[config.mk]
export PLATFORM = sky130hd
export DESIGN_NAME = wb_regs
export DESIGN_NICKNAME = d
export VERILOG_FILES = /design/src/verilog/avg_pkg.sv /design/src/verilog/wb_regs.sv
export SDC_FILE = /design/constraint.sdc
export NUM_CORES = 1
export LEC_CHECK = 0
export BUFFER_PORTS_ARGS = -buffer_cell sky130_fd_sc_hd__buf_2
export CORE_UTILIZATION = 52
export CTS_CLUSTER_SIZE = 24
export DETAILED_ROUTE_END_ITERATION = 12
export MAX_ROUTING_LAYER = met4
export PLACE_DENSITY = 0.78
export SYNTH_ARGS = -nofsm -noshare
export SYNTH_HDL_FRONTEND = slang
export SYNTH_SLANG_ARGS = --single-unit
[constraint.sdc]
create_clock -name clk -period 1.9 [get_ports clk]
set_clock_uncertainty 0.05 [all_clocks]
set_input_delay 0.19 -clock clk [delete_from_list [all_inputs] [get_ports clk]]
set_output_delay 0.19 -clock clk [all_outputs]
set_load 0.01 [all_outputs]
[src/verilog/avg_pkg.sv]
// avg_pkg: shared widths, filter length, register map and state
// encodings for the sample averaging pipeline

package avg_pkg;

  ////////////////////////////////////////////////////////////
  // datapath widths
  ////////////////////////////////////////////////////////////

  // sample and average width
  localparam int data_w = 16;

  // window is 2**filter_power samples
  localparam int filter_power = 3;
  localparam int filter_len = 1 << filter_power;

  // running sum, wide enough for a full window of extremes
  localparam int sum_w = data_w + filter_power;

  // decimation field, ratio is field + 1
  localparam int decim_w = 4;

  // clipped sample counter
  localparam int cnt_w = 16;

  ////////////////////////////////////////////////////////////
  // register map and bus states
  ////////////////////////////////////////////////////////////

  // word addresses on the wishbone port
  typedef enum logic [1:0] {
    reg_offset = 2'd0,
    reg_decim  = 2'd1,
    reg_ctrl   = 2'd2,
    reg_status = 2'd3
  } reg_addr_e;

  // classic single-cycle ack slave
  typedef enum logic {
    wb_idle = 1'b0,
    wb_ack  = 1'b1
  } wb_state_e;

endpackage

[src/verilog/wb_regs.sv]
// wb_regs: wishbone classic slave for offset, decimation, clear command
// and the saturating clipped-sample counter

`timescale 1ns/10ps

module wb_regs import avg_pkg::*; (
  input  logic clk,
  input  logic rst,
  input  logic wb_cyc,
  input  logic wb_stb,
  input  logic wb_we,
  input  logic [1:0] wb_adr,
  input  logic [data_w-1:0] wb_dat_w,
  output logic [data_w-1:0] wb_dat_r,
  output logic wb_ack,
  input  logic clip_event,
  output logic signed [data_w-1:0] offset,
  output logic [decim_w-1:0] decim,
  output logic clear
);

  wb_state_e state;
  reg_addr_e adr;
  logic [cnt_w-1:0] clip_cnt;
  logic req;
  logic wr;
  logic cnt_full;

  assign adr = reg_addr_e'(wb_adr);

  // only sampled while idle, so one ack per request
  assign req = wb_cyc && wb_stb && (state == wb_idle);
  assign wr = req && wb_we;

  // ack follows the state directly
  assign wb_ack = (state == avg_pkg::wb_ack);

  assign cnt_full = &clip_cnt;

  ////////////////////////////////////////////////////////////
  // bus fsm and writable registers
  ////////////////////////////////////////////////////////////

  always_ff @(posedge clk) begin
    if (rst) begin
      state <= wb_idle;
      offset <= '0;
      decim <= '0;
      clear <= 1'b0;
    end else begin
      clear <= 1'b0;
      case (state)
        wb_idle: begin
          if (req) begin
            state <= avg_pkg::wb_ack;
          end
        end
        default: begin
          // back to idle whatever the master does
          state <= wb_idle;
        end
      endcase
      if (wr) begin
        case (adr)
          reg_offset: offset <= wb_dat_w;
          reg_decim:  decim <= wb_dat_w[decim_w-1:0];
          reg_ctrl:   clear <= wb_dat_w[0];
          default: ;
        endcase
      end
    end
  end

  // clip counter, status write wins over a clip
  always_ff @(posedge clk) begin
    if (rst) begin
      clip_cnt <= '0;
    end else if (wr && adr == reg_status) begin
      clip_cnt <= '0;
    end else if (clip_event && !cnt_full) begin
      clip_cnt <= clip_cnt + 1'b1;
    end
  end

  // read data valid alongside ack
  always_ff @(posedge clk) begin
    if (req && !wb_we) begin
      case (adr)
        reg_offset: wb_dat_r <= offset;
        reg_decim:  wb_dat_r <= data_w'(decim);
        reg_status: wb_dat_r <= data_w'(clip_cnt);
        default:    wb_dat_r <= '0;
      endcase
    end
  end

  a_ack_single: assert property (@(posedge clk) disable iff (rst)
    wb_ack |=> !wb_ack);

endmodule

==> flow_summary.ini <==
[critical_path]
r2r_end = clip_cnt[3]$_SDFFE_PP0P_
cp.arrival_ns = 1.98
critPathRequiredTime_ns = 2.09
critPathMaxFanout = 7
crit_path_start = clip_cnt[5]$_SDFFE_PP0P_
reg2reg_depth = 4
start_kind = flip-flop
worstSetupEndpointType = flip-flop
path_class = flip-flop to flip-flop
rr_startpoint = clip_cnt[5]$_SDFFE_PP0P_
worst-r2r-setup-slack_ns = 0.11
endpoint = clip_cnt[3]$_SDFFE_PP0P_

[routing]
drt-vias-per-instance = 5.80
ant_nets = 0
drc = 0
avgRoutedWirePerCell_um = 14.9
routed_wl_mm = 5.32
drt_iter0_markers = 200
drtPass1Iterations = 5
dr_total_vias = 2065

[yosys]
synthCells = 236
synth_area_per_cell_um2 = 10.1
synth-main-ff-cell = dfxtp_1
synth_edf_count = 16
synthTopCellsByArea = dfxtp_1, edfxtp_1, nand2_1, a22o_1, a21oi_1
synth_mux_area_share_pct = 3.58
synth.top_cells.by_count = nand2_1, dfxtp_1, a21oi_1
synth_top_cell_by_area = dfxtp_1
yosysSeqAreaShare_pct = 52.3
synth-xor-area-share_pct = 1.11
synth_top_area_share_pct = 32.1
synth_most_common_cell = nand2_1
synth_area_um2 = 2370
ys_ff_latch = 54
yosys_warnings = 0
synth_adder_area_share_pct = 0.527
synth-simple-area-share_pct = 21.7
synth_compound_area_share_pct = 18.0
synth.distinct_cells = 49
synth_top_family_by_area = simple AND/OR/NAND/NOR gates
syn_nets = 261
synthArstFlopShare_pct = 0

[layout]
fin_nets = 328
fill_cells = 376
drive_gt1_share_pct = 31.9
diodes = 0
syn2layout_area_growth_pct = 21.9
final_core_util_pct = 66.0
final_cell_area_um2 = 2890
multi_input_area_um2 = 1070
seqCellArea_um2 = 1240

[min_path]
worstHoldStart = rst
hold_path_class = input pin to flip-flop

[die]
die_w_um = 69.6
start_util_pct = 54.1
die-area_um2 = 4840
placementRows = 24
die_y_um = 69.6
ioPinCount = 62
core_area_um2 = 4380

[sta]
hold_viol = 0
max_slew_margin_pct = 62.2
max_freq_mhz = 558
worst-slew-pin-transition_ns = 0.565
setup_tns_ns = 0
rsz0062_at_grt = no
period_share_pct = 94.3
finalSetupViolCount = 0
report.final.slew_viol_count = 0
period_minus_slack_ns = 1.79

[global_routing]
grt_usage_pct = 24.2
grt_overflow_total = 0
grt_max_degree = 22
grt_pass1_wl_mm = 9.00
grt_pass1_vias = 1937
antenna_found_initial = 0

[placed_design]
dpl.hpwl_mm = 3.90
io_buffers = 61
routabilityCongestion = 0.883
placed_area_um2 = 2780

[power_and_ir_drop]
p_clk_share_pct = 36.4
combPwrFrac_pct = 6.5
peakVddDrop_v = 0.000399
pwr-share-seq_pct = 57.1
switchingPower_uw = 474
power.leakage_nw = 1.13
power_density_nw_per_um2 = 735
power_mw = 2.13
internal_power_mw = 1.65
p_sw_share_pct = 22.3

[clock_network]
cts_hold_buffers = 0
htree_levels = 2
cts_setup_buffers = 0
clockBufferDepth = 2
clockRootBuffer = clkbuf_8
cts_tree = yes
cts_buffers = 5
clock-sinks = 54
clk_pin_slew_ns = 0.10
clock_latency_ns = 0.31

[outcome]
status = completed

[run]
cap_violations = 0
layout by cell type, fill, tap and decap left out, drive strengths merged, types with 4 or more instances in the layout:
cell | netlist | layout
a21oi | 22 | 22
a22o | 16 | 16
and4 | 4 | 4
buf | 6 | 73
clkbuf | 7 | 5
dfxtp | 38 | 38
edfxtp | 16 | 16
inv | 3 | 4
mux2 | 4 | 4
mux2i | 4 | 4
nand2 | 42 | 42
nand3 | 7 | 7
nand4 | 8 | 8
nor2 | 15 | 15
o21ai | 4 | 4
repair_timing:
item                                    CTS  global route
endpoints found under the setup margin    0             5
endpoints found under the hold margin     0             0
resized for setup                         0             2
sequential cells by signal, indices dropped and copies added (netlist names):
register,cells
wb_ack,1
decim,4
offset,16
clear,1
wb_dat_r,16
clip_cnt,16
worst max-delay path: stages, from the launching register on:
cell and delay, ns:
dfxtp_1 0.49, nand4_1 0.31, o41ai_4 0.52, o21ai_0 0.18, a21oi_1 0.16
final cells by class:
class / instances / share of cell area, %
Clock buffer: 5 / 2.38
Multi-Input combinational cell: 166 / 36.9
Sequential cell: 54 / 42.9
Timing Repair Buffer: 73 / 13.7
Tap cell: 52 / 2.25
Clock inverter: 3 / 1.51
Inverter: 3 / 0.389
power groups by stage:
stage | clock network [mW] | registers [mW] | logic (mW)
global placement | 0 | 1.24 | 0.135
floorplan | 0 | 1.25 | 0.0632
global route | 0.825 | 1.22 | 0.152
finish | 0.775 | 1.22 | 0.137
CTS | 0.781 | 1.22 | 0.137
detailed placement | 0 | 1.24 | 0.136
per-layer routing:
layer / track usage, % / vias to the layer above / share of wire (%)
met4: 8.16 / 0 / 1.4
li1: - / 1016 / -
met5: - / - / 0
met1: 30.6 / 978 / 45
met2: 39.4 / 63 / 49
met3: 4.07 / 8 / 4.6
metrics by stage:
step	hold slack, ns	std cells	setup slack [ns]
finish	0.0190	356	0.108
global route	0.0298	356	0.00698
CTS	0.0140	356	0.0736
detailed placement	0.351	348	0.0904
global placement	0.351	348	0.202
floorplan	0.209	236	0.247
cells by family after synthesis:
group | after synthesis
xor gates and xnor gates | 3
DFF | 54
AOI/OAI and AO/OA | 58
muxes | 8
adders and majority gates | 1
and+or+nand+nor | 96
buffers and inverters | 16
how the worst min path moves through the flow:
| stage | end | slack [ns] | cells past startpoint |
|---|---|---|---|
| after floorplan | offset[14]$_SDFFE_PP0P_ | 0.21 | 1 |
| after global placement | offset[14]$_SDFFE_PP0P_ | 0.35 | 2 |
| after detailed placement | offset[14]$_SDFFE_PP0P_ | 0.35 | 2 |
| after CTS | offset[14]$_SDFFE_PP0P_ | 0.01 | 2 |
| after global routing | offset[14]$_SDFFE_PP0P_ | 0.03 | 2 |
| final | offset[14]$_SDFFE_PP0P_ | 0.02 | 2 |
Power figures use the tool's default switching activity.
